--- src/common/memsys_params.svh ---
`ifndef MEMSYS_PARAMS_SVH
`define MEMSYS_PARAMS_SVH

// data and address widths
`define XLEN 32
`define ADDR_W 32

// sram geometry, one word per entry
`define SRAM_WORDS 1024
`define SRAM_IDX_W 10

// access size codes carried in lsu_req_t.size
`define SIZE_B 2'd0
`define SIZE_H 2'd1
`define SIZE_W 2'd2

`endif

--- src/common/memsys_pkg.sv ---
`include "memsys_params.svh"

package memsys_pkg;

	typedef logic [`XLEN-1:0] word_t;
	typedef logic [`ADDR_W-1:0] addr_t;
	typedef logic [`XLEN/8-1:0] strb_t;
	typedef logic [1:0] size_t;

	// word-aligned bus request, reads carry zero strobes
	typedef struct packed {
		addr_t addr;
		logic we;
		word_t wdata;
		strb_t wstrb;
	} bus_req_t;

	// byte addressed request from the execute side
	typedef struct packed {
		addr_t addr;
		logic we;
		size_t size;
		logic is_unsigned;
		word_t wdata;
	} lsu_req_t;

	typedef enum logic [1:0] {
		F_STOP,
		F_REQ,
		F_WAIT,
		F_HOLD
	} fetch_state_e;

	typedef enum logic [1:0] {
		ARB_IDLE,
		ARB_FETCH,
		ARB_DATA
	} arb_state_e;

endpackage

--- src/hw/fetch_unit.sv ---
`timescale 1ns/1ps

module fetch_unit (
	input  logic                 clk,
	input  logic                 rst_n,
	input  logic                 redirect_valid,
	input  memsys_pkg::addr_t    redirect_pc,
	output logic                 redirect_ready,
	output logic                 instr_valid,
	output memsys_pkg::word_t    instr,
	output memsys_pkg::addr_t    instr_pc,
	input  logic                 instr_ready,
	output logic                 fetch_req_valid,
	output memsys_pkg::bus_req_t fetch_req,
	input  logic                 fetch_req_ready,
	input  logic                 fetch_rsp_valid,
	input  memsys_pkg::word_t    rsp_data
);

	memsys_pkg::fetch_state_e state;
	memsys_pkg::addr_t pc;
	memsys_pkg::word_t instr_q;

	// a read already on the bus cannot be cancelled
	assign redirect_ready = (state != memsys_pkg::F_WAIT);
	assign fetch_req_valid = (state == memsys_pkg::F_REQ);
	assign instr_valid = (state == memsys_pkg::F_HOLD);
	assign instr = instr_q;
	assign instr_pc = pc;

	// plain word read at the pc
	always_comb begin
		fetch_req = '0;
		fetch_req.addr = pc;
	end

	always_ff @(posedge clk or negedge rst_n) begin
		if (!rst_n) begin
			state <= memsys_pkg::F_STOP;
			pc <= '0;
		end else if (redirect_valid && redirect_ready) begin
			state <= memsys_pkg::F_REQ;
			pc <= redirect_pc;
		end else begin
			case (state)
				memsys_pkg::F_REQ: begin
					if (fetch_req_ready)
						state <= memsys_pkg::F_WAIT;
				end
				// responses seen outside F_WAIT belong to a dropped request
				memsys_pkg::F_WAIT: begin
					if (fetch_rsp_valid)
						state <= memsys_pkg::F_HOLD;
				end
				memsys_pkg::F_HOLD: begin
					if (instr_ready) begin
						state <= memsys_pkg::F_REQ;
						pc <= pc + 32'd4;
					end
				end
				default: state <= memsys_pkg::F_STOP;
			endcase
		end
	end

	always_ff @(posedge clk) begin
		if (state == memsys_pkg::F_WAIT && fetch_rsp_valid)
			instr_q <= rsp_data;
	end

endmodule

--- config.mk ---
export PLATFORM = sky130hd
export DESIGN_NAME = fetch_unit
export DESIGN_NICKNAME = d
export VERILOG_FILES = /design/src/common/memsys_pkg.sv /design/src/hw/fetch_unit.sv
export VERILOG_INCLUDE_DIRS = /design/src /design/src/common
export SDC_FILE = /design/constraint.sdc
export NUM_CORES = 1
export LEC_CHECK = 0
export BUFFER_PORTS_ARGS = -buffer_cell sky130_fd_sc_hd__buf_2
export CELL_PAD_IN_SITES_DETAIL_PLACEMENT = 1
export CELL_PAD_IN_SITES_GLOBAL_PLACEMENT = 2
export CORE_MARGIN = 2
export CORE_UTILIZATION = 27
export CTS_CLUSTER_DIAMETER = 150
export CTS_CLUSTER_SIZE = 40
export DETAILED_ROUTE_END_ITERATION = 8
export PLACE_DENSITY_LB_ADDON = 0.15
export SLEW_MARGIN = 20
export SYNTH_ARGS = -nofsm -noshare
export SYNTH_HDL_FRONTEND = slang
export SYNTH_SLANG_ARGS = --single-unit
--- constraint.sdc ---
create_clock -name clk -period 5.6 [get_ports clk]
set_clock_uncertainty 0.1 [all_clocks]
set_input_delay 0.84 -clock clk [delete_from_list [all_inputs] [get_ports clk]]
set_output_delay 0.84 -clock clk [all_outputs]
set_load 0.03 [all_outputs]
==> results list <==
- In the routed design, unresolved DRC markers number 0.
- The clock passes through at most 2 buffers.
* Result of the run: finished clean
- In the post-route analysis, the smallest setup slack over all paths is 3.25 ns.
- Fraction of layout instances using a drive strength above 1: 41.8%
* Dpl ws: 3.27 ns
* Hold path endpoint: instr_pc[0]
* Clk root buf: clkbuf_16
* Final count of negative-setup-slack endpoints: 0
- H-Tree Depth: 3
- After global routing the overflow that remains totals 0.
* Capturing element type of the critical path: output port
* Total via count after detailed routing: 2683
* Total global-route track usage: 13.4%
- Synthesized area per cell: 10.7 um^2
- Accumulated negative setup slack: 0 ns
- Setup Buffers After CTS: 0
- Clock latency on the worst-skew pair, taken at its later pin, is 0.34 ns.
* Antenna violations before repair: 0
- The initial utilization of the core area, before any placement, comes to 27.6%.
- The most used flip-flop cell after synthesis is dfrtp_1.
* Power density over cell area: 447 nW/um^2
- The first global-routing pass estimated 14600 um of wire.
- The HPWL after detailed placement is 6990 um.
- Achievable frequency: 425 MHz
* Biggest area contributors in the synthesized netlist: edfxtp_1, dfrtp_1, buf_4
- The largest single stage delay on the critical path is 0.42 ns.
* Placeable core area: 12600 um^2
* Leak Pwr: 2.03 nW
- Counting flops and latches in the post-synthesis netlist gives 66.
- Adder and majority gate portion of the synthesized area: 1.44%
* Dominant combinational cell family by area after synthesis: buffers and inverters
- Across the VDD grid, the largest voltage drop is 0.147 mV.
* Hold path cells: 1
- Relative to the synthesized area, the layout overhead comes to 27.6%.
* Number of rows in the core area: 41
- The clock net in this run drives a total of 66 sinks.
- The routed design has 9260 um of wire.
- Synthesis Warnings: 0
- The share of synthesized area in the top cell type comes to 27.6%.
- Headroom to the max-slew limit came out at 43.0%.
- Cell type contributing the most total cell area after synthesis: edfxtp_1
- Setup repair after global routing left no endpoint under its margin.
- Data on the critical path is required at its endpoint by 4.66 ns.
* Maximum number of pins on one net before global-route repair: 62
- After clock tree synthesis, the clock-pin slew on the worst setup and hold paths is 0.06 ns.
- TritonCTS built the clock tree.
- Sequential cell area fraction in the yosys report: 52.0%
* Placer congestion estimate: 0.717
- The final layout contains 538 nets.
* Kind of path behind the tightest hold check: reg -> reg
- After synthesis, the share of flip-flops with an asynchronous set or reset is 51.5%.
- In the routed layout, each cell is associated on average with a via count of 4.19.
* Final total power: 1.99 mW
* Origin of the worst min-delay path: instr_pc[0]
- The worst path uses 42.0% of the clock period.
- Post-place instance area: 4120 um^2
- The number of clock buffers added by TritonCTS is 9.
* Number of detailed-route iterations in the first pass: 3
- Max capacitance violation total: 0
- Shortest clock period the worst path allows after layout: 2.35 ns
- At the pin with the least slew margin, the transition time is 0.854 ns.
- Number of enable flip-flop cells after synthesis: 32
- The worst register-to-register path ends at instr_pc[31].
- Post-Synth XOR/XNOR Area: 7.30%
* Post-synthesis mux area share: 1.26%
* Distinct cells, synth: 34
- The floorplan step defined a die boundary enclosing 13800 um^2.
* Antenna-violating nets left: 0
- Summing all non-filler instances in the final layout gives an area of 4440 um^2.
* Crit path buf inv count: 3
* Leading cell types by count after synthesis: buf_4, nand2_1, dfrtp_1
* Arrival time at the worst endpoint: 1.41 ns
* Worst R2R Start: state[0]
* Crit path launch type: flip-flop
- The cell area that synthesis handed to floorplanning was 3480 um^2.
- 0 antenna diodes ended up in the layout.
* Die outline height: 118 um
- Port buffering added 168 buffers.
- The worst register-to-register path has a depth of 6.
* Number of top-level pins: 206
- Register-to-register setup slack: 3.47 ns
* Crit path kind: reg -> out
- Library cell with the highest instance count after synthesis: buf_4
- Number of standard cells after synthesis: 324
- Of the total synthesized cell area, the portion taken by AND, OR, NAND and NOR gates is 15.0%.
- The number of global-route vias before repair was 2753.
* Die W: 118 um
- Along the worst path, the maximum fanout reaches 6.
- Most frequent cell on the critical path: inv_1
* Post-CTS Hold Buffers: 0
- Final Hold Vio Count: 0
- Slowest library cell on the worst path: dfrtp_1
- After detailed routing, the average wire length per cell comes to 14.5 um.
* Total of cells resized after clock tree synthesis: 0
* CP Cell Sequence: inv_1 > ha_1 > inv_1 > buf_2
- Family with the most delay on the worst path: flip-flops
- Synth Area in Compound Gates: 5.36%
- Count of routing violations after the opening detailed-route iteration: 103
- Pins Over Slew Limit: 0
==> sequential cells by signal, summed over array words and instances, names as in the netlist <==
signal / flops
instr: 32
state: 2
instr_pc: 32
==> routing by layer <==
| metal | routed length [um] | track usage, % |
|---|---|---|
| met1 | 3810 | 15.1 |
| met2 | 4690 | 23.7 |
| met3 | 568 | 3.49 |
| met4 | 198 | 6.17 |
| met5 | 0 | 0 |
==> report_power, final <==
part | switching [mW] | leakage, nW | internal, mW
sequential | 0.109 | 0.701 | 0.593
combinational | 0.483 | 1.18 | 0.192
clock | 0.218 | 0.153 | 0.391
total | 0.811 | 2.03 | 1.18
==> per-stage QoR <==
stage,utilization (%),hold WS (ns),instances
global placement,32.7,0.425,625
finish,35.2,0.444,641
global route,35.2,0.467,641
CTS,35.2,0.451,641
detailed placement,32.7,0.430,625
floorplan,-,0.442,360
==> cells by family after synthesis <==
kind of cell | Yosys count
adders and majority gates | 4
other | 1
and+or+nand+nor | 98
xor gates and xnor gates | 29
buffers and inverters | 87
DFF | 66
muxes | 4
AOI/OAI and AO/OA | 35
==> worst max-delay path by stage <==
stage | endpoint | startpoint | slack (ns) | cells after the start
2_1_floorplan | instr[0] | fetch_rsp_valid | 3.47 | 1
3_3_place_gp | instr_pc[31] | instr_ready | 3.29 | 6
3_5_place_dp | instr_pc[31] | instr_ready | 3.27 | 6
4_1_cts | redirect_ready | state[0] | 3.23 | 4
5_1_grt | redirect_ready | state[0] | 3.15 | 4
6_report | redirect_ready | state[0] | 3.25 | 4
==> worst register-to-register path, stage by stage (launching register included) <==
cell,delay [ns]
dfrtp_1,0.40
ha_1,0.39
and4_1,0.37
nand4_4,0.17
nor4_1,0.33
xnor2_1,0.16
o21ai_1,0.07
==> layout by cell type (no fill, tap or decap), types with 3 or more instances in the layout <==
master / count
and3_1: 3
and4_1: 6
buf_2: 168
clkbuf_16: 9
conb_1: 37
dfrtp_1: 34
edfxtp_1: 32
ha_1: 4
inv_1: 10
mux2_2: 3
nand2_1: 42
nand3_1: 13
nand4_1: 5
nor2_1: 8
nor3_1: 8
nor4_1: 5
o21ai_0: 25
o21ai_1: 4
xnor2_1: 19
xor2_1: 10
==> area by class of cell <==
cell class	count	area (um^2)
fillers	1514	8180
flip-flops and latches	66	1810
multi-input cells	207	1200
repair buffers	170	856
clock buffers	10	229
well taps	172	215
clock inverters	6	90.1
inverters	10	37.5
(Power assumes the default switching activity.)
