==> src/common/memsys_params.svh <==
`ifndef MEMSYS_PARAMS_SVH
`define MEMSYS_PARAMS_SVH

// data and address widths
`define XLEN 32
`define ADDR_W 32

// sram geometry, one word per entry
`define SRAM_WORDS 1024
`define SRAM_IDX_W 10

// access size codes carried in lsu_req_t.size
`define SIZE_B 2'd0
`define SIZE_H 2'd1
`define SIZE_W 2'd2

`endif

==> src/common/memsys_pkg.sv <==
`include "memsys_params.svh"

package memsys_pkg;

	typedef logic [`XLEN-1:0] word_t;
	typedef logic [`ADDR_W-1:0] addr_t;
	typedef logic [`XLEN/8-1:0] strb_t;
	typedef logic [1:0] size_t;

	// word-aligned bus request, reads carry zero strobes
	typedef struct packed {
		addr_t addr;
		logic we;
		word_t wdata;
		strb_t wstrb;
	} bus_req_t;

	// byte addressed request from the execute side
	typedef struct packed {
		addr_t addr;
		logic we;
		size_t size;
		logic is_unsigned;
		word_t wdata;
	} lsu_req_t;

	typedef enum logic [1:0] {
		F_STOP,
		F_REQ,
		F_WAIT,
		F_HOLD
	} fetch_state_e;

	typedef enum logic [1:0] {
		ARB_IDLE,
		ARB_FETCH,
		ARB_DATA
	} arb_state_e;

endpackage

==> src/hw/lsu.sv <==
`timescale 1ns/1ps
`include "memsys_params.svh"

module lsu (
	input  logic                 clk,
	input  logic                 rst_n,
	input  logic                 lsu_req_valid,
	input  memsys_pkg::lsu_req_t lsu_req,
	output logic                 lsu_req_ready,
	output logic                 lsu_rsp_valid,
	output memsys_pkg::word_t    lsu_rsp_data,
	output logic                 data_req_valid,
	output memsys_pkg::bus_req_t data_req,
	input  logic                 data_req_ready,
	input  logic                 data_rsp_valid,
	input  memsys_pkg::word_t    rsp_data
);

	logic busy;
	logic [1:0] off_q;
	memsys_pkg::size_t size_q;
	logic uns_q;
	logic we_q;
	logic [1:0] off;
	memsys_pkg::strb_t strb;
	memsys_pkg::word_t shifted;

	assign off = lsu_req.addr[1:0];

	// one access at a time
	assign data_req_valid = lsu_req_valid && !busy;
	assign lsu_req_ready = !busy && data_req_ready;

	// strobes follow size and byte offset, loads carry none
	always_comb begin
		case (lsu_req.size)
			`SIZE_B: strb = 4'b0001 << off;
			`SIZE_H: strb = 4'b0011 << off;
			default: strb = 4'b1111;
		endcase
		if (!lsu_req.we)
			strb = '0;
	end

	always_comb begin
		data_req.addr = {lsu_req.addr[`ADDR_W-1:2], 2'b00};
		data_req.we = lsu_req.we;
		data_req.wdata = lsu_req.wdata << {off, 3'b000};
		data_req.wstrb = strb;
	end

	always_ff @(posedge clk or negedge rst_n) begin
		if (!rst_n)
			busy <= 1'b0;
		else if (lsu_req_valid && lsu_req_ready)
			busy <= 1'b1;
		else if (data_rsp_valid)
			busy <= 1'b0;
	end

	// access shape kept for the response
	always_ff @(posedge clk) begin
		if (lsu_req_valid && lsu_req_ready) begin
			off_q <= off;
			size_q <= lsu_req.size;
			uns_q <= lsu_req.is_unsigned;
			we_q <= lsu_req.we;
		end
	end

	assign lsu_rsp_valid = busy && data_rsp_valid;
	assign shifted = rsp_data >> {off_q, 3'b000};

	always_comb begin
		case (size_q)
			`SIZE_B: lsu_rsp_data = {{24{shifted[7] && !uns_q}}, shifted[7:0]};
			`SIZE_H: lsu_rsp_data = {{16{shifted[15] && !uns_q}}, shifted[15:0]};
			default: lsu_rsp_data = rsp_data;
		endcase
		// stores answer with zero
		if (we_q)
			lsu_rsp_data = '0;
	end

endmodule

==> config.mk <==
export PLATFORM = sky130hd
export DESIGN_NAME = lsu
export DESIGN_NICKNAME = d
export VERILOG_FILES = /design/src/common/memsys_pkg.sv /design/src/hw/lsu.sv
export VERILOG_INCLUDE_DIRS = /design/src /design/src/common
export SDC_FILE = /design/constraint.sdc
export NUM_CORES = 1
export LEC_CHECK = 0
export BUFFER_PORTS_ARGS = -buffer_cell sky130_fd_sc_hd__buf_2
export CAP_MARGIN = 0
export CORE_AREA = 3 3 79 81
export CTS_CLUSTER_DIAMETER = 200
export CTS_CLUSTER_SIZE = 30
export DETAILED_ROUTE_END_ITERATION = 12
export DIE_AREA = 0 0 82 84
export PLACE_DENSITY = 0.89
export SYNTH_ARGS = -nofsm -noshare
export SYNTH_HDL_FRONTEND = slang
export SYNTH_SLANG_ARGS = --single-unit
==> constraint.sdc <==
create_clock -name clk -period 2.15 [get_ports clk]
set_clock_uncertainty 0.1 [all_clocks]
set_input_delay 0.1075 -clock clk [delete_from_list [all_inputs] [get_ports clk]]
set_output_delay 0.1075 -clock clk [all_outputs]
set_load 0.05 [all_outputs]
==> metrics.txt, run 1 <==
status complete, no violations; CTS root buf clkbuf_8; Longest Clk Path Bufs 2; fin cells 443; Post-synth EDFFs 6; hold depth 1; largest net degree at the start of global routing 28; Slew HR 0.551; detailed-placement wirelength estimate 5.46 mm; Critical Path Fanout Max 8; average size of a mapped cell 7.05 um^2; Tightest Hold Check Type primary input to flip-flop; max-cap violations 0; dominant cell type by area after synthesis buf_4; Critical Path Start Type flip-flop; detailed-routing wirelength on met1 2.59 mm; diodes inserted 0; initial antenna violation count 0; CTS buffer count 3; R2R Setup Slk 0.86 ns; Area contributors post-synth buf_4 13%, mux2i_1 9.8%, edfxtp_1 9.8%, o21ai_0 6.5%, a211oi_1 6.1%; CTS clock-pin slew for the worst setup and hold paths 0.04 ns; Hold Fails Final Rpt 0; hold slack 0.00969 ns; routed wl met3 697 um; first-pass GRT wire length 9.83 mm; Synth Cell Area 0.00184 mm^2; H-tree depth 1; met2 wire length 3.51 mm; Tot GR Track Use 0.176; Synth top cells by count 33 x buf_4, 28 x nand2_1, 24 x o21ai_0, 20 x nor2_1; Yosys reg bits 7; Mapped Cells 261; GRT overflow 0; die height 84 um; Die Footprint 0.00689 mm^2; dominant synthesized flop cell edfxtp_1; worst slew pin tran 0.671 ns; Area Growth Syn to Fin 42.5%; critical path class flip-flop to output port; DR top layer met4; crit path DAT 1.89 ns; Critical R2R Launch busy; fin crit share 0.976; R2R depth 1; TritonCTS clock tree built; Die Width 82 um; library cells used by synthesis 37; Overall Power 1.12 mW; most used standard cell by instance count after synthesis buf_4; Peak VDD IR 0.000206 V; CP endpoint kind output port; Clock Sinks 7; post-route ant nets 0; layout cells sized above 1 0.536; Via Count 2444; Core Region 0.00554 mm^2; fin. max-slew vios 0; initial drt markers 108; Starting Density 0.332; Req. time, crit path 1.94 ns; placed cell count 431; Vias/cell 5.52; Post-Route WL 6.96 mm; number of I/O port buffers 146; Hold EP size_q[0]; sequential area share after synthesis 0.112; RSZ-0062 raised after global routing yes; Fmax achieved 477 MHz; Final nets 477; min cycle time layout 2.10 ns; Leak 1.30 nW; clk_lat worst skew 0.22 ns; hold path start lsu_req[33]; pwr/cell area 427 mW/mm^2; First-pass DRT Iterations 4; top-area cell type share of the netlist area 0.135; Yosys warnings 0; routed length per instance 15.7 um; Placer Congestion 0.800; Setup violations, final 0; DRC violations left 0; vias in the first global route 2201; Critical R2R Capture size_q[1]; Rows 27; fraction of registers with async set/reset 0.143; io pins 209
==> report_power, final <==
group / internal (mW) / switching [mW]
Combinational: 0.231 / 0.547
Sequential: 0.157 / 0.00692
Clock: 0.128 / 0.0505
==> placed cells by master (no fill, tap or decap), types with 9 or more instances in the layout <==
| cell | n |
|---|---|
| buf_4 | 18 |
| a21oi_1 | 18 |
| and2_1 | 9 |
| buf_2 | 136 |
| nand2_1 | 28 |
| o21ai_0 | 24 |
| nor2b_1 | 14 |
| mux2i_1 | 18 |
| nor2_1 | 20 |
==> logic make-up (layout without fill, tap and decap cells) <==
| logic type | after synthesis | after routing | share of synthesized area |
|---|---|---|---|
| simple gates | 77 | 77 | 0.201 |
| xor+xnor | 1 | 1 | 0.00476 |
| buf+inv | 61 | 170 | 0.204 |
| compound gates | 86 | 86 | 0.310 |
| mux | 28 | 28 | 0.167 |
| other cells | 1 | 2 | 0.00204 |
| flops | 7 | 7 | 0.112 |
==> sequential cells by signal, summed over array words and instances (netlist names) <==
name	cells
off_q	2
size_q	2
uns_q	1
busy	1
we_q	1
==> per-layer routing <==
metal,vias up,GRT usage
met5,-,0
met4,0,0.0710
met3,19,0.0356
met2,171,0.342
met1,1134,0.173
li1,1120,-
==> layout make-up <==
type | instances | area (um^2)
repair buffers | 162 | 888
clock buffers | 4 | 45.0
multi-input cells | 194 | 1370
flip-flops and latches | 7 | 205
fillers | 514 | 2920
well taps | 72 | 90.1
inverters | 3 | 18.8
repair inverters | 1 | 5.00
==> worst max-delay path by stage <==
stage | slack, ns | depth (start not counted) | to | start
after CTS | 0.01 | 5 | lsu_rsp_data[8] | off_q[1]
after floorplan | -0.34 | 5 | lsu_rsp_data[21] | we_q
after global placement | 0.18 | 4 | lsu_rsp_data[10] | off_q[1]
after detailed placement | 0.12 | 4 | lsu_rsp_data[8] | off_q[1]
after global routing | -0.01 | 5 | lsu_rsp_data[23] | off_q[1]
final | 0.05 | 4 | lsu_rsp_data[8] | off_q[1]
==> worst max-delay path: stages, from the launching register on <==
cell and delay, ns:
edfxtp_1 0.48, mux4_2 0.38, or3b_4 0.47, o31ai_2 0.10
buf_4 0.24
==> metrics by stage <==
| stage | utilization | setup slack (ns) | area, um^2 | setup TNS [ns] |
|---|---|---|---|---|
| floorplan | - | -0.344 | 1910 | -4.47 |
| global route | 0.473 | -0.0130 | 2620 | -0.0263 |
| global placement | 0.440 | 0.184 | 2440 | 0 |
| CTS | 0.458 | 0.00962 | 2540 | 0 |
| finish | 0.473 | 0.0516 | 2620 | 0 |
| detailed placement | 0.440 | 0.125 | 2440 | 0 |
==> repair_timing <==
| item | in CTS | in global routing |
|---|---|---|
| gates cloned | 0 | 1 |
| endpoints found under the setup margin | 24 | 15 |
| endpoints found under the hold margin | 3 | 0 |
| pin swaps | 1 | 0 |
| setup buffers | 2 | 2 |
| resized for setup | 2 | 27 |
| hold buffers | 3 | 0 |
Note: power is estimated with default switching activity, not from simulation.
==> run 2, diff against run 1 <==
==> constraint.sdc (replaced) <==
create_clock -name clk -period 2.2 [get_ports clk]
set_clock_uncertainty 0.1 [all_clocks]
set_input_delay 0.11 -clock clk [delete_from_list [all_inputs] [get_ports clk]]
set_output_delay 0.11 -clock clk [all_outputs]
set_load 0.05 [all_outputs]
==> run 2 against run 1 <==
Net effect:
- worst hold slack improved by 0.0030 ns
- largest power group unchanged
- sequential share of layout area rose by 0.19 points
- sequential cell count unchanged
- total power shrank 3.9%
- count of clock-buffer cells in the layout is the same
- clock power decreased by 2%
- combinational power down 4.6%
- die area is the same
- global-route usage shrank 0.80 points
- via count fell by 3.5%
- cell count fell by 0.45%
==> metrics.txt, run 2 (same netlist as run 1, synthesis figures left out) <==
crit path DAT 1.91 ns (+0.02 ns); Clock Sinks 7 (unchanged); Tightest Hold Check Type primary input to flip-flop; Leak 1.30 nW (-0.46%); largest net degree at the start of global routing 23 (-18%); final setup TNS 0 ns (unchanged); Tot GR Track Use 0.168 (-0.00796); Peak VDD IR 0.000233 V (+13%); pwr/cell area 420 mW/mm^2 (-1.6%); Area Growth Syn to Fin 39.1%; die height 84 um (unchanged); max-cap violations 0 (unchanged); TritonCTS clock tree built; detailed-placement wirelength estimate 5.33 mm (-2.5%); Post-Route WL 6.48 mm (-6.9%); FILL cells 538 (+4.7%); First-pass DRT Iterations 4 (unchanged); Hold Fails Final Rpt 0 (unchanged); Die Width 82 um (unchanged); Final nets 475 (-0.42%); io pins 209 (unchanged); Critical Path Start Type flip-flop; Vias/cell 5.35 (-3.1%); commonest non-fill, non-tap cell in the layout buf_2; Setup violations, final 0 (unchanged); final design utilization 0.462 (-0.0113); GRT overflow 0 (unchanged); H-tree depth 1 (unchanged); post-route ant nets 0 (unchanged); R2R Setup Slk 0.93 ns (+0.07 ns); Die Footprint 0.00689 mm^2 (unchanged); fin. max-slew vios 0 (unchanged); commonest non-fill, non-tap cells in the layout 144 x buf_2, 28 x nand2_1, 24 x o21ai_0; CTS clock-pin slew for the worst setup and hold paths 0.04 ns (about the same); status complete, no violations; Via Count 2358 (-3.5%); Rows 27 (unchanged); initial drt markers 46 (-57%); Longest Clk Path Bufs 2 (unchanged); Starting Density 0.332 (unchanged); RSZ-0062 raised after global routing no; routed length per instance 14.7 um (-6.4%); Core Region 0.00554 mm^2 (unchanged); first-pass GRT wire length 9.56 mm (-2.7%); Slew HR 0.606 (+0.0553); layout cells sized above 1 0.518 (-0.0188); vias in the first global route 2247 (+2.1%); Placer Congestion 0.873 (+9.2%); initial antenna violation count 0 (unchanged); Fmax achieved 472 MHz; min cycle time layout 2.12 ns; critical path class flip-flop to output port; diodes inserted 0 (unchanged); Largest regs off_q: 2 flops, size_q: 2 flops; CP endpoint kind output port; CTS buffer count 3 (unchanged); fin crit share 0.962; DRC violations left 0 (unchanged); CTS root buf clkbuf_8; Critical Path Fanout Max 16 (+8); worst slew pin tran 0.589 ns (-0.0827 ns); clk_lat worst skew 0.22 ns (about the same); number of I/O port buffers 146 (unchanged); Req. time, crit path 1.99 ns (+0.05 ns)
==> run 2: timing repair <==
action                                  in CTS  in global routing
buffers inserted                             1                  0
hold endpoints to repair                     2                  0
endpoints found under the setup margin      20                  7
gates resized for setup                      2                  5
pin swaps                                    1                  0
hold buffers                                 2                  0
==> run 2: path summary, 6_finish.rpt <==
| check | startpoint | cells past startpoint | end |
|---|---|---|---|
| min reg2reg | busy | 1 | busy |
| min | data_rsp_valid | 2 | busy |
| max in group asynchronous | rst_n | 2 | busy |
| max | off_q[1] | 6 | lsu_rsp_data[21] |
| max reg2reg | busy | 1 | off_q[1] |
| min in group asynchronous | rst_n | 2 | busy |
==> run 2: final cells by class <==
cell class / count / area (um^2) / area share
inverter: 3 / 11.3 / 0.00440
multi-input combinational: 194 / 1340 / 0.523
sequential: 7 / 205 / 0.0802
clock buffer: 4 / 45.0 / 0.0176
tap: 72 / 90.1 / 0.0352
timing repair buffer: 161 / 870 / 0.340
==> run 2: routing by layer <==
metal | vias up | wire [um] | GRT usage
li1 | 1120 | - | -
met1 | 1075 | 2330 | 0.165
met2 | 147 | 3410 | 0.339
met3 | 16 | 623 | 0.0227
met4 | 0 | 117 | 0.0589
met5 | - | 0 | 0
==> run 2: report_power, final <==
| group | internal (mW) | switching [mW] | leakage (nW) |
|---|---|---|---|
| combinational | 0.220 | 0.522 | 1.21 |
| sequential | 0.153 | 0.00571 | 0.0680 |
| clock | 0.125 | 0.0496 | 0.0228 |
==> run 2: critical path: stages (launching register included) <==
cell,delay [ns]
edfxtp_1,0.41
buf_6,0.18
mux2_4,0.32
a221oi_4,0.32
buf_12,0.17
o21ai_0,0.07
buf_2,0.21
==> run 2: stage by stage <==
step / setup slack [ns] / cell area, um^2 / cells / total power [mW] / hold WS [ns]
4_1_cts: 0.0630 / 2550 / 441 / 1.07 / 0.00494
6_report: 0.0829 / 2560 / 441 / 1.08 / 0.0126
3_3_place_gp: 0.216 / 2460 / 434 / 0.876 / -0.215
5_1_grt: 0.0186 / 2560 / 441 / 1.13 / 0.00240
3_5_place_dp: 0.161 / 2460 / 434 / 0.887 / -0.214
2_1_floorplan: -0.296 / 1910 / 262 / 0.835 / -0.286
==> run 3, diff against run 2 <==
--- a/config.mk
+++ b/config.mk
@@ -6,14 +6,14 @@
 export SDC_FILE = /design/constraint.sdc
 export NUM_CORES = 1
 export LEC_CHECK = 0
-export BUFFER_PORTS_ARGS = -buffer_cell sky130_fd_sc_hd__buf_2
+export BUFFER_PORTS_ARGS = -buffer_cell sky130_fd_sc_hd__buf_4
 export CAP_MARGIN = 0
 export CORE_AREA = 3 3 79 81
 export CTS_CLUSTER_DIAMETER = 200
 export CTS_CLUSTER_SIZE = 30
 export DETAILED_ROUTE_END_ITERATION = 12
 export DIE_AREA = 0 0 82 84
-export PLACE_DENSITY = 0.89
+export PLACE_DENSITY = 0.77
 export SYNTH_ARGS = -nofsm -noshare
 export SYNTH_HDL_FRONTEND = slang
 export SYNTH_SLANG_ARGS = --single-unit
==> run 3 against run 2 <==
Net effect:
- setup slack got worse by 0.028 ns
- critical path depth stayed put
- non-clock buffer count rose by 2
- wire length rose by 6.3%
- first-iteration DRC count rose by 6.5%
- sequential share of layout area down 1.1 points
- combinational power up 13%
- via count down 0.34%
- clock power is essentially flat
==> metrics.txt, run 3 (same netlist as run 1, synthesis figures left out) <==
initial drt markers 49 (+6.5%); Core Region 0.00554 mm^2 (unchanged); hold slack 0.0196 ns (+0.00694 ns); hold path start lsu_req[35]; RSZ-0062 raised after global routing yes; Hold Fails Final Rpt 0 (unchanged); clk_lat worst skew 0.22 ns (about the same); Die Footprint 0.00689 mm^2 (unchanged); Vias/cell 5.30 (-0.79%); initial antenna violation count 0 (unchanged); fin cells 443 (+0.45%); Tightest Hold Check Type primary input to flip-flop; CP endpoint kind output port; Slew HR 0.665 (+0.0594); placed cell count 432 (-0.46%); Critical R2R Launch busy; diodes inserted 0 (unchanged); Starting Density 0.332 (unchanged); Longest Clk Path Bufs 2 (unchanged); largest net degree at the start of global routing 39 (+70%); R2R depth 1 (unchanged); detailed-placement wirelength estimate 5.71 mm (+7.2%); Critical Path Start Type flip-flop; first-pass GRT wire length 10.3 mm (+7.7%); Fmax achieved 466 MHz (-1.3%); io pins 209 (unchanged); layout cells sized above 1 0.515 (-0.00279); DRC violations left 0 (unchanged); Hold EP we_q; Placer Congestion 0.801 (-8.3%); Via Count 2350 (-0.34%); min cycle time layout 2.15 ns (+0.0280 ns); CTS root buf clkbuf_8; Rows 27 (unchanged); First-pass DRT Iterations 4 (unchanged); routed length per instance 15.6 um (+5.8%); worst slew pin tran 0.500 ns (-0.0888 ns); Leak 1.40 nW (+8.2%); status complete, no violations; die height 84 um (unchanged); Area Growth Syn to Fin 61.3%; fin. max-slew vios 0 (unchanged); final setup TNS 0 ns (unchanged); final worst slack 0.0549 ns (-0.0280 ns); Critical R2R Capture we_q; Critical Path Fanout Max 16 (unchanged); Final nets 477 (+0.42%); pwr/cell area 396 mW/mm^2 (-5.8%); Clock Sinks 7 (unchanged); Setup violations, final 0 (unchanged); R2R Setup Slk 0.93 ns (about the same); fin crit share 0.975 (+0.0127); H-tree depth 1 (unchanged); crit path DAT 1.94 ns (+0.03 ns); Tot GR Track Use 0.183 (+0.0152); TritonCTS clock tree built; commonest non-fill, non-tap cells in the layout 152 x buf_4, 28 x nand2_1, 24 x o21ai_0; number of I/O port buffers 146 (unchanged); CTS buffer count 3 (unchanged); Largest regs off_q: 2 flops, size_q: 2 flops; CTS clock-pin slew for the worst setup and hold paths 0.03 ns (about the same); hold depth 1 (-1); post-route ant nets 0 (unchanged); commonest non-fill, non-tap cell in the layout buf_4; max-cap violations 0 (unchanged); pre-CTS setup slack 0.139 ns (-0.0225 ns); vias in the first global route 2292 (+2.0%); Req. time, crit path 1.99 ns (about the same); Die Width 82 um (unchanged); Overall Power 1.17 mW (+9.2%); critical path class flip-flop to output port; Post-Route WL 6.89 mm (+6.3%); Peak VDD IR 0.000221 V (-5.1%); GRT overflow 0 (unchanged)
## run 3: metal layers
layer  GRT usage  part of all wire  up-vias
met5           0                 0        -
met3       0.102              0.15       12
met2       0.339              0.49      157
met1       0.170              0.35     1060
li1            -                 -     1121
met4      0.0423             0.011        0
## run 3: metrics by stage
step            util  instance area (um^2)
2_1_floorplan      -                  1910
4_1_cts        0.528                  2930
3_5_place_dp   0.507                  2810
5_1_grt        0.535                  2970
3_3_place_gp   0.507                  2810
6_report       0.535                  2970
## run 3: worst max-delay path, cell delays in order, from the launching register on
cell      delay, ns
edfxtp_1       0.47
buf_4          0.17
mux2_2         0.34
a221oi_4       0.27
buf_12         0.17
o21ai_0        0.09
buf_4          0.20
## run 3: final cells by class
class,count,area (um^2)
Multi-Input combinational cell,194,1350
Inverter,3,11.3
Clock buffer,4,45.0
Tap cell,72,90.1
Sequential cell,7,205
Timing Repair Buffer,163,1270
Fill cell,512,2570
## run 3: report_power, final
part | internal (mW) | switching [mW] | total [mW]
combinational | 0.310 | 0.529 | 0.839
clock | 0.125 | 0.0495 | 0.174
sequential | 0.153 | 0.00771 | 0.161
total | 0.588 | 0.586 | 1.17
## run 3: worst max-delay path by stage
stage                   from                to  slack [ns]  cells past startpoint
detailed placement  off_q[1]  lsu_rsp_data[24]        0.14                      4
finish              off_q[1]  lsu_rsp_data[24]        0.05                      6
floorplan               we_q  lsu_rsp_data[21]       -0.30                      5
CTS                 off_q[1]  lsu_rsp_data[13]        0.02                      5
global placement    off_q[1]  lsu_rsp_data[10]        0.18                      5
global route        off_q[1]  lsu_rsp_data[18]       -0.03                      6
## run 3: timing repair
action	4_1_cts	5_1_grt
hold buffers	5	0
pin swaps	1	0
hold endpoints to repair	5	0
gates resized for setup	1	7
buffers inserted	1	1
endpoints found under the setup margin	23	8
