<file path="config.mk">
export PLATFORM = sky130hd
export DESIGN_NAME = bus_arbiter
export DESIGN_NICKNAME = d
export VERILOG_FILES = /design/src/common/memsys_pkg.sv /design/src/hw/bus_arbiter.sv
export VERILOG_INCLUDE_DIRS = /design/src /design/src/common
export SDC_FILE = /design/constraint.sdc
export NUM_CORES = 1
export LEC_CHECK = 0
export ABC_AREA = 1
export BUFFER_PORTS_ARGS = -buffer_cell sky130_fd_sc_hd__buf_2
export CAP_MARGIN = 20
export CORE_AREA = 3 3 107 109
export DETAILED_ROUTE_END_ITERATION = 16
export DIE_AREA = 0 0 110 112
export MAX_ROUTING_LAYER = met4
export PLACE_DENSITY = 0.47
export RECOVER_POWER = 50
export SLEW_MARGIN = 20
export SYNTH_ARGS = -nofsm -noshare
export SYNTH_HDL_FRONTEND = slang
export SYNTH_SLANG_ARGS = --single-unit
</file>
<file path="constraint.sdc">
create_clock -name clk -period 1.25 [get_ports clk]
set_input_delay 0.0625 -clock clk [delete_from_list [all_inputs] [get_ports clk]]
set_output_delay 0.0625 -clock clk [all_outputs]
set_load 0.01 [all_outputs]
</file>
<file path="src/common/memsys_params.svh">
`ifndef MEMSYS_PARAMS_SVH
`define MEMSYS_PARAMS_SVH

// data and address widths
`define XLEN 32
`define ADDR_W 32

// sram geometry, one word per entry
`define SRAM_WORDS 1024
`define SRAM_IDX_W 10

// access size codes carried in lsu_req_t.size
`define SIZE_B 2'd0
`define SIZE_H 2'd1
`define SIZE_W 2'd2

`endif

</file>
<file path="src/common/memsys_pkg.sv">
`include "memsys_params.svh"

package memsys_pkg;

	typedef logic [`XLEN-1:0] word_t;
	typedef logic [`ADDR_W-1:0] addr_t;
	typedef logic [`XLEN/8-1:0] strb_t;
	typedef logic [1:0] size_t;

	// word-aligned bus request, reads carry zero strobes
	typedef struct packed {
		addr_t addr;
		logic we;
		word_t wdata;
		strb_t wstrb;
	} bus_req_t;

	// byte addressed request from the execute side
	typedef struct packed {
		addr_t addr;
		logic we;
		size_t size;
		logic is_unsigned;
		word_t wdata;
	} lsu_req_t;

	typedef enum logic [1:0] {
		F_STOP,
		F_REQ,
		F_WAIT,
		F_HOLD
	} fetch_state_e;

	typedef enum logic [1:0] {
		ARB_IDLE,
		ARB_FETCH,
		ARB_DATA
	} arb_state_e;

endpackage

</file>
<file path="src/hw/bus_arbiter.sv">
`timescale 1ns/1ps

module bus_arbiter (
	input  logic                 clk,
	input  logic                 rst_n,
	input  logic                 fetch_req_valid,
	input  memsys_pkg::bus_req_t fetch_req,
	output logic                 fetch_req_ready,
	output logic                 fetch_rsp_valid,
	input  logic                 data_req_valid,
	input  memsys_pkg::bus_req_t data_req,
	output logic                 data_req_ready,
	output logic                 data_rsp_valid,
	output memsys_pkg::word_t    rsp_data,
	output logic                 mem_req_valid,
	output memsys_pkg::bus_req_t mem_req,
	input  logic                 mem_req_ready,
	input  logic                 mem_rsp_valid,
	input  memsys_pkg::word_t    mem_rsp_data
);

	memsys_pkg::arb_state_e state;
	logic idle;

	assign idle = (state == memsys_pkg::ARB_IDLE);

	// data side takes the bus on a tie
	assign data_req_ready = idle && mem_req_ready;
	assign fetch_req_ready = idle && !data_req_valid && mem_req_ready;

	assign mem_req_valid = idle && (data_req_valid || fetch_req_valid);

	always_comb begin
		if (data_req_valid)
			mem_req = data_req;
		else
			mem_req = fetch_req;
	end

	always_ff @(posedge clk or negedge rst_n) begin
		if (!rst_n) begin
			state <= memsys_pkg::ARB_IDLE;
		end else begin
			case (state)
				memsys_pkg::ARB_IDLE: begin
					if (data_req_valid && mem_req_ready)
						state <= memsys_pkg::ARB_DATA;
					else if (fetch_req_valid && mem_req_ready)
						state <= memsys_pkg::ARB_FETCH;
				end
				memsys_pkg::ARB_FETCH,
				memsys_pkg::ARB_DATA: begin
					if (mem_rsp_valid)
						state <= memsys_pkg::ARB_IDLE;
				end
				default: state <= memsys_pkg::ARB_IDLE;
			endcase
		end
	end

	// response goes back to whoever owns the bus
	assign fetch_rsp_valid = (state == memsys_pkg::ARB_FETCH) && mem_rsp_valid;
	assign data_rsp_valid = (state == memsys_pkg::ARB_DATA) && mem_rsp_valid;
	assign rsp_data = mem_rsp_data;

endmodule

</file>
==> results of run 1 <==
-- logic make-up after synthesis --
| family | synth area share, % |
|---|---|
| fa+ha+maj | 3.66 |
| simple gates | 63.0 |
| buf+inv | 29.3 |
| compound gates | 0.366 |
| flops | 3.66 |
-- routing by layer --
metal | share of wire, % | vias to the layer above
li1 | - | 1172
met1 | 35 | 918
met2 | 50 | 121
met3 | 12 | 14
met4 | 2.0 | 0
met5 | 0 | -
-- worst max-delay path, cell delays in order, from the launching register on --
cell	delay, ns
dfrtp_1	0.39
inv_2	0.09
ha_2	0.18
inv_1	0.05
nor2_1	0.09
buf_2	0.13
-- cells in the mapped netlist, drive strengths merged --
library cell / number
inv: 9
dfrtp: 2
a21oi: 1
buf: 47
ha: 4
nor2: 4
nand3: 3
nand2: 218
-- what timing repair did --
action	CTS	global route
hold buffers	1	0
setup buffers	0	0
pin swaps	0	0
endpoints found under the hold margin	2	0
setup endpoints to repair	1	3
resized for setup	1	2
-- area by class of cell --
class                           instances  area share, %
Antenna cell                            1          0.107
Clock buffer                            3           1.77
Multi-Input combinational cell        230           39.4
Inverter                                9           1.45
Sequential cell                         2           2.15
Timing Repair Buffer                  221           47.6
Tap cell                              140           7.51
-- per-stage QoR --
step                      setup TNS [ns]  power [mW]  cell area [um^2]
after detailed placement               0        1.25              2310
after CTS                              0        1.52              2360
after global routing             -0.0675        1.66              2330
after global placement                 0        1.23              2310
final                                  0        1.48              2330
after floorplan                        0       0.833              1370
-- power by group through the flow --
stage	Clock (mW)	Combinational, mW	Sequential, mW
floorplan	0	0.717	0.117
global placement	0	1.11	0.119
detailed placement	0	1.13	0.121
CTS	0.262	1.14	0.123
global route	0.275	1.26	0.130
finish	0.253	1.10	0.126
-- worst paths after layout --
path,from,end,cells past startpoint
min in group asynchronous,rst_n,state[0],2
worst min register to register,state[0],state[0],2
worst min-delay path,mem_rsp_data[10],rsp_data[10],0
worst max register to register,state[0],state[1],6
worst max-delay path,state[0],mem_req_valid,5
max in group asynchronous,rst_n,state[1],2
==> results.md, run 1 <==
* WL/cell at roughly 9.6 um
* Die Ht at about 110 um
* Syn_nets at ~470
* Sw Ratio at between 40% and 50%
* Commonest non-fill, non-tap cell in the layout: nand2_1
* Layout Area Growth over Synthesis at 70.7%
* Startpoint class of the critical path: register
* Placed Cells at ~600
* IO Pins at between 200 and 300
* Routability Congestion at between 0.7 and 0.8
* Post-placement setup slack at between 0.1 and 0.15 ns
* Yosys cell types at 13
* CP endpoint kind: primary output
* Vias in the first global route at 2029
* Multi-input logic area at roughly 920 um^2
* Peak supply drop at 268 uV
* Final period util at 96.1%
* Top reg by flops: state
* Post-layout nets at roughly 650
* Grt met2 use at ~16%
* Synth area leader: nand2_1
* DIE AREA at approximately 0.012 mm^2
* Die width at around 110 um
* Unrepaired setup endpoints after global routing: true
* Crit path DAT at roughly 1.1 ns
* CP Max Fanout at 3
* Max-capacitance violation count at 0
* Max FFs per register at 2
* Psw at 679 uW
* Final hold vios at 0
* P_leak at approximately 1.6 nW
* Routed WL at about 5800 um
* Minimum clock period at roughly 1.2 ns
* H-tree depth at 1
* GR Util met3 at 3.13%
* Mapped Cells at 288
* Combinational power share at between 70% and 80%
* Drt drc at 0
* Via count at about 2.2k
* Met1 Track Usage GR at 7.79%
* Post-DR vias/cell at 3.67
* Count of input and output buffers at about 220
* Critical Path RT at 1.19 ns
* Max-Slew Margin vs Limit at about two thirds
* Cell Area, Synth at between 0.001 and 0.0015 mm^2
* First-pass GRT wire length at roughly 8400 um
* GR Util All Layers at 8.68%
* TritonCTS Buffers at 3
* Starting density of the core at 12.8%
* Clock Skew at about 0.0017 ns
* Top flop regs: state x2
* Worst Tran Pin Value at between 0.4 and 0.5 ns
* Area contributors post-synth: nand2_1 60%, buf_4 19%, buf_6 5.8%, dfrtp_1 3.7%, ha_1 3.7%
* Syn_area_per_cell at about 4.7 um^2
* CTS clk-pin slew, worst paths at around 0.03 ns
* CTS tree: built
* WS Path Type: register to primary output
* Pin count of the biggest net entering global routing at 70
* #FFs+latches synth at 2
* Clock buffer depth at 2
* Fill count at 1279
* Core ar. at ~0.011 mm^2
* Internal power at 798 uW
* Synth top area share at around 60%
* Final ANT Viol Nets at 0
* Final hold slack at approximately 0.13 ns
* Register area at about 50 um^2
* Synth warn at 0
* TritonRoute pass-1 iters at 4
* Seq/Total Area, Yosys at under 10%
* Initial antenna violation count at 1
* Clock sinks at 2
* Commonest non-fill, non-tap cells in the layout: 217 x nand2_1, 198 x buf_2, 19 x clkbuf_1
* Slew Limit Fails at 0
* Global route hottest layer: met2
* Global route overflow at 0
* Status: complete, no violations
* # rows at 38
* Worst setup margin at slightly below 0.05 ns
* Part of the power in registers at 8.5%
* Hold Crit Class: primary input to primary output
* Layout cells sized above 1 at 45.2%
* Fin cells at 606
* Final setup violation count at 0
* PwrDens at between 600 and 700 mW/mm^2
* Fmax at 832 MHz
* Clk pwr share at 17.1%
* DPL Wire Length at 4930 um
* CTS root buffer: clkbuf_8
* R2r setup slk at between 0.1 and 0.15 ns
* Final core utilization at between 20% and 30%
* Initial DRC Count at 46
* Clock Latency Late Sink at 0.21 ns
Note: power is estimated with default switching activity, not from simulation.
==> run 2: changes to the inputs <==
==> constraint.sdc (replaced) <==
create_clock -name clk -period 1.3 [get_ports clk]
set_input_delay 0.065 -clock clk [delete_from_list [all_inputs] [get_ports clk]]
set_output_delay 0.065 -clock clk [all_outputs]
set_load 0.01 [all_outputs]
==> results.md, run 2 (synthesis results as in run 1) <==
* Worst setup margin at 0.0934 ns (+0.0451 ns)
* TritonRoute pass-1 iters at 4 (unchanged)
* Initial DRC Count at 47 (+2.2%)
* Hold Crit Class: primary input to primary output
* Max-Slew Margin vs Limit at 74.6% (+6.9 points)
* Pin count of the biggest net entering global routing at 70 (unchanged)
* Clock Latency Late Sink at 0.21 ns (about the same)
* CP Max Fanout at 3 (unchanged)
* Fill count at 1262 (-1.3%)
* CP endpoint kind: primary output
* First-pass GRT wire length at 8290 um (-1.3%)
* Peak supply drop at 200 uV (-25%)
* Top flop regs: state x2
* P_leak at 1.63 nW (about the same)
* Post-DR vias/cell at 3.70 (+0.85%)
* Commonest non-fill, non-tap cells in the layout: 217 x nand2_1, 198 x buf_2, 19 x clkbuf_1
* CTS root buffer: clkbuf_8
* DIE AREA at 0.0123 mm^2 (unchanged)
* IO Pins at 282 (unchanged)
* WL/cell at 9.57 um (about the same)
* Final setup violation count at 0 (unchanged)
* Vias in the first global route at 2034 (+0.25%)
* Grt met2 use at 16.1% (-0.16 points)
* Via count at 2244 (+0.85%)
* Worst Tran Pin Value at 0.381 ns (-0.103 ns)
* Routability Congestion at 0.774 (-0.96%)
* Final ANT Viol Nets at 0 (unchanged)
* Unrepaired setup endpoints after global routing: false
* Post-layout nets at 647 (unchanged)
* Placed Cells at 601 (unchanged)
* Layout Area Growth over Synthesis at 70.4%
* Multi-input logic area at 918 um^2 (unchanged)
* Met1 Track Usage GR at 7.89% (+0.10 points)
* Critical Path RT at 1.24 ns (+0.05 ns)
* Global route hottest layer: met2
* Minimum clock period at roughly 1.2 ns
* HP Start: mem_rsp_data[10]
* Drt drc at 0 (unchanged)
* H-tree depth at 1 (unchanged)
* WS Path Type: register to primary output
* PwrDens at 609 mW/mm^2 (-3.8%)
* Final hold vios at 0 (unchanged)
* GR Util All Layers at 8.64% (-0.038 points)
* # rows at 38 (unchanged)
* Initial antenna violation count at 1 (unchanged)
* Die width at 110 um (unchanged)
* Register area at 50.0 um^2 (unchanged)
* Slew Limit Fails at 0 (unchanged)
* Post-placement setup slack at 0.161 ns (+0.0601 ns)
* CTS clk-pin slew, worst paths at 0.03 ns (about the same)
* Count of input and output buffers at 217 (unchanged)
* Max-capacitance violation count at 0 (unchanged)
* Crit path DAT at 1.14 ns (about the same)
* Status: complete, no violations
* Commonest non-fill, non-tap cell in the layout: nand2_1
* Starting density of the core at 12.8% (unchanged)
* Layout cells sized above 1 at 45.2% (unchanged)
* Top reg by flops: state
* Setup tns final at 0 ns (unchanged)
* Crit path launch: state[0]
* DPL Wire Length at 4860 um (-1.4%)
* TritonCTS Buffers at 3 (unchanged)
* Final period util at 92.8%
* Startpoint class of the critical path: register
* Total power at 1.42 mW (-3.9%)
* Clock buffer depth at 2 (unchanged)
* Final hold slack at 0.130 ns (+0.00500 ns)
* Clock sinks at 2 (unchanged)
* Fin cells at 606 (unchanged)
* CTS tree: built
* Die Ht at 112 um (unchanged)
* Routed WL at 5800 um (about the same)
* Max FFs per register at 2 (unchanged)
* Setup bufs post-CTS at 0 (unchanged)
* Fmax at 829 MHz
* Global route overflow at 0 (unchanged)
* Clock Skew at 0.00374 ns (+0.00199 ns)
* Reg2Reg Launch Point: state[0]
* Core ar. at 0.0107 mm^2 (unchanged)
* GR Util met3 at 2.90% (-0.23 points)
==> run 2: cell counts in the layout (fill, tap and decap cells not counted) <==
No cell type changed its count.
==> run 2: report_power, final <==
part           internal [mW]  switching, mW
Sequential            0.0936         0.0276
Clock                  0.195         0.0455
Combinational          0.477          0.579
Total                  0.766          0.652
==> run 2: cell type report <==
type | count | area share (%)
timing repair buffer | 221 | 47.6
multi-input combinational | 230 | 39.4
antenna | 1 | 0.107
inverter | 9 | 1.45
clock buffer | 3 | 1.77
tap | 140 | 7.52
sequential | 2 | 2.15
==> run 2: critical path, stage by stage (launching register included) <==
cell and delay (ns):
dfrtp_1 0.39, inv_2 0.09, ha_2 0.19, inv_1 0.05
nor2_1 0.08, buf_2 0.13
==> run 2: per-stage QoR <==
step           cell area [um^2]  utilization, %
3_5_place_dp               2300            21.5
2_1_floorplan              1370               -
3_3_place_gp               2300            21.5
5_1_grt                    2330            21.8
4_1_cts                    2350            21.9
6_report                   2330            21.8
==> run 2: path summary, 6_finish.rpt <==
check	to	slack (ns)	cells past startpoint
max reg2reg	state[1]	0.18	6
max	mem_req_valid	0.09	5
min reg2reg	state[1]	0.52	2
max in group asynchronous	state[1]	0.96	2
min in group asynchronous	state[0]	0.20	2
min	rsp_data[10]	0.13	0
==> run 2: timing repair <==
| action | in CTS | in global routing |
|---|---|---|
| resized for setup | 0 | 3 |
| hold buffers | 1 | 0 |
| endpoints found under the setup margin | 0 | 2 |
| endpoints found under the hold margin | 2 | 0 |
==> run 2: metal layers <==
metal | vias up | routed length [um]
met5 | - | 0
met4 | 0 | 97
met3 | 12 | 691
met2 | 124 | 3020
met1 | 938 | 1990
li1 | 1170 | -
==> run 3: changes to the inputs <==
--- a/config.mk
+++ b/config.mk
@@ -6,14 +6,13 @@
 export SDC_FILE = /design/constraint.sdc
 export NUM_CORES = 1
 export LEC_CHECK = 0
-export ABC_AREA = 1
 export BUFFER_PORTS_ARGS = -buffer_cell sky130_fd_sc_hd__buf_2
 export CAP_MARGIN = 20
-export CORE_AREA = 3 3 107 109
+export CORE_AREA = 2 2 110 112
 export DETAILED_ROUTE_END_ITERATION = 16
-export DIE_AREA = 0 0 110 112
+export DIE_AREA = 0 0 112 114
 export MAX_ROUTING_LAYER = met4
-export PLACE_DENSITY = 0.47
+export PLACE_DENSITY = 0.45
 export RECOVER_POWER = 50
 export SLEW_MARGIN = 20
 export SYNTH_ARGS = -nofsm -noshare
==> results.md, run 3 <==
* Status: complete, no violations
* Vias in the first global route at 1698 (-17%)
* Starting density of the core at 12.9% (+0.17 points)
* Setup tns final at 0 ns (unchanged)
* Critical Path RT at 1.24 ns (about the same)
* CP top delay family: flip-flops
* Post-layout nets at 509 (-21%)
* Routed WL at 5680 um (-2.1%)
* Post-synth top cells: 57 x mux2_4, 32 x buf_4, 12 x mux2_2, 7 x buf_6, 4 x ha_1
* Layout Area Growth over Synthesis at 77.0%
* Startpoint class of the critical path: register
* Final period util at 98.4% (+5.5 points)
* DP Area at 0.00257 mm^2 (+12%)
* Via count at 1766 (-21%)
* Clock buffer depth at 2 (unchanged)
* Commonest non-fill, non-tap cells in the layout: 215 x buf_2, 57 x mux2_4, 12 x mux2_2, 12 x buf_4
* Most frequent cell after synthesis: mux2_4
* CTS root buffer: clkbuf_16
* EDFF count, synth at 0 (unchanged)
* Post-DR vias/cell at 3.73 (+0.61%)
* H-tree depth at 1 (unchanged)
* First-pass GRT wire length at 7830 um (-5.5%)
* Die Ht at 114 um (+1.8%)
* # rows at 40 (+5.3%)
* Clock sinks at 2 (unchanged)
* Peak supply drop at 381 uV (+90%)
* ANT cells at 0 (-1)
* Buffers & Inverters on Critical Path at 2 (-1)
* Final ANT Viol Nets at 0 (unchanged)
* Max-capacitance violation count at 0 (unchanged)
* Final Cell Area at 0.00268 mm^2 (+15%)
* Yosys cell types at 19 (+6)
* Core ar. at 0.0117 mm^2 (+9.5%)
* Slew Limit Fails at 0 (unchanged)
* Crit path DAT at 1.21 ns (+0.07 ns)
* Final setup violation count at 0 (unchanged)
* Die width at 112 um (+1.8%)
* CTS clk-pin slew, worst paths at 0.03 ns (about the same)
* Max FFs per register at 2 (unchanged)
* Fill count at 1276 (+1.1%)
* TritonCTS Buffers at 3 (unchanged)
* TritonRoute pass-1 iters at 4 (unchanged)
* PwrDens at 708 mW/mm^2 (+16%)
* Layout cells sized above 1 at 94.5% (+49 points)
* Initial DRC Count at 33 (-30%)
* Synth top area share at 56.5% (-3.1 points)
* Asr flop ratio synth at 100% (unchanged)
* Drt drc at 0 (unchanged)
* CP endpoint kind: primary output
* Top reg by flops: state
* Synth warn at 0 (unchanged)
* Crit. path cell count at 5 (unchanged)
* CP Max Fanout at 3 (unchanged)
* Commonest non-fill, non-tap cell in the layout: buf_2
* Ys flop type: dfrtp_1
* WL/cell at 12.0 um (+25%)
* IO Pins at 282 (unchanged)
* Clock Skew at 0.00000967 ns (-0.00373 ns)
* #FFs+latches synth at 2 (unchanged)
* CP cell instances: inv_2 > ha_1 > and2_4 > nor2b_1 > buf_2
* DPL Wire Length at 5000 um (+2.8%)
* Pin count of the biggest net entering global routing at 20 (-71%)
* Unrepaired setup endpoints after global routing: true
* DIE AREA at 0.0128 mm^2 (+3.6%)
* CP max stage cell: dfrtp_1
* P_leak at 1.57 nW (-3.2%)
* Seq/Total Area, Yosys at 3.30% (-0.36 points)
* Synth area leader: mux2_4
* CTS tree: built
* Final hold slack at 0.130 ns (unchanged)
* Worst Tran Pin Value at 0.284 ns (-0.0966 ns)
* Hold Crit Class: primary input to primary output
* WS Path Type: register to primary output
* Syn_area_per_cell at 11.4 um^2 (+140%)
* Clock Latency Late Sink at 0.22 ns (about the same)
* Count of input and output buffers at 217 (unchanged)
* Global route overflow at 0 (unchanged)
* Top flop regs: state x2
* GR Util All Layers at 7.73% (-0.91 points)
* CP max stage delay at 0.35 ns (-0.04 ns)
* Minimum clock period at 1.28 ns (+0.0720 ns)
* Final hold vios at 0 (unchanged)
* Max-Slew Margin vs Limit at 81.0% (+6.4 points)
* Routability Congestion at 0.768 (-0.74%)
* Initial antenna violation count at 0 (-1)
* Fmax at 782 MHz (-5.6%)
* Cell Area, Synth at 0.00152 mm^2 (+11%)
* Worst hold stages at 0 (unchanged)
* Area contributors post-synth: mux2_4 56%, buf_4 16%, mux2_2 8.9%, buf_6 5.2%, dfrtp_1 3.3%
* Syn_nets at 313 (-33%)
* Mapped Cells at 133 (-54%)
* Worst r2r path cells at 5 (-1)
==> run 3: changes by cell type in the layout (fill, tap and decap cells not counted), sizes merged, moves of 2 or more <==
cell,previous run,this run
mux2,0,69
nand2,218,0
buf,201,229
and2,0,3
nor2,4,2
inv,9,3
clkbuf,22,4
==> run 3: worst reg2reg max path, cell delays in order, from the launching register on <==
cell and delay [ns]:
dfrtp_1 0.35, inv_2 0.06, ha_1 0.29, nand2b_1 0.11, a31oi_1 0.10, o311ai_1 0.24
==> run 3: metrics by stage <==
stage                     setup slack, ns  utilization, %  std cells  power (mW)
after global routing              -0.0318            22.9        474        2.03
after global placement             0.0326            22.0        468        1.34
after CTS                         0.00718            22.7        472        1.87
after floorplan                    0.0417               -        133       0.862
final                              0.0214            22.9        474        1.90
after detailed placement          -0.0226            22.0        468        1.36
==> run 3: path summary, 6_finish.rpt <==
kind	start	endpoint	slack (ns)
worst min-delay path	mem_rsp_data[19]	rsp_data[19]	0.13
min in group asynchronous	rst_n	state[0]	0.18
worst max register to register	state[0]	state[0]	0.05
worst min register to register	state[1]	state[1]	0.70
max in group asynchronous	rst_n	state[1]	0.97
worst max-delay path	state[0]	fetch_req_ready	0.02
==> run 3: kinds of logic (layout without fill, tap and decap cells) <==
group,Yosys count,in the layout,share of synthesized area (%)
mux,69,69,65.4
compound gates,4,4,1.82
flops,2,2,3.30
fa+ha+maj,4,4,3.30
buf+inv,43,237,22.1
simple gates,11,11,4.05
==> run 3: what timing repair did <==
action	CTS	global route
hold endpoints to repair	2	0
hold buffers	1	0
buffers inserted	0	2
setup endpoints to repair	3	5
pin swaps	0	0
gates resized for setup	5	3
==> run 3: final cells by class <==
type / count / area, um^2 / share of cell area, %
inverters: 3 / 11.3 / 0.420
well taps: 147 / 184 / 6.86
clock buffers: 3 / 75.1 / 2.80
repair buffers: 231 / 1220 / 45.5
multi-input cells: 88 / 1140 / 42.6
flip-flops and latches: 2 / 50.0 / 1.87
==> run 3: power breakdown <==
part	leakage [nW]	switching [mW]	internal, mW
clock network	0.0370	0.0687	0.391
logic	1.51	0.556	0.769
registers	0.0261	0.0212	0.0927
==> run 3: routing by layer <==
layer	part of all wire [%]	GRT usage (%)
met5	0	-
met1	31	7.35
met3	14	2.87
met2	54	14.9
met4	0.79	1.79
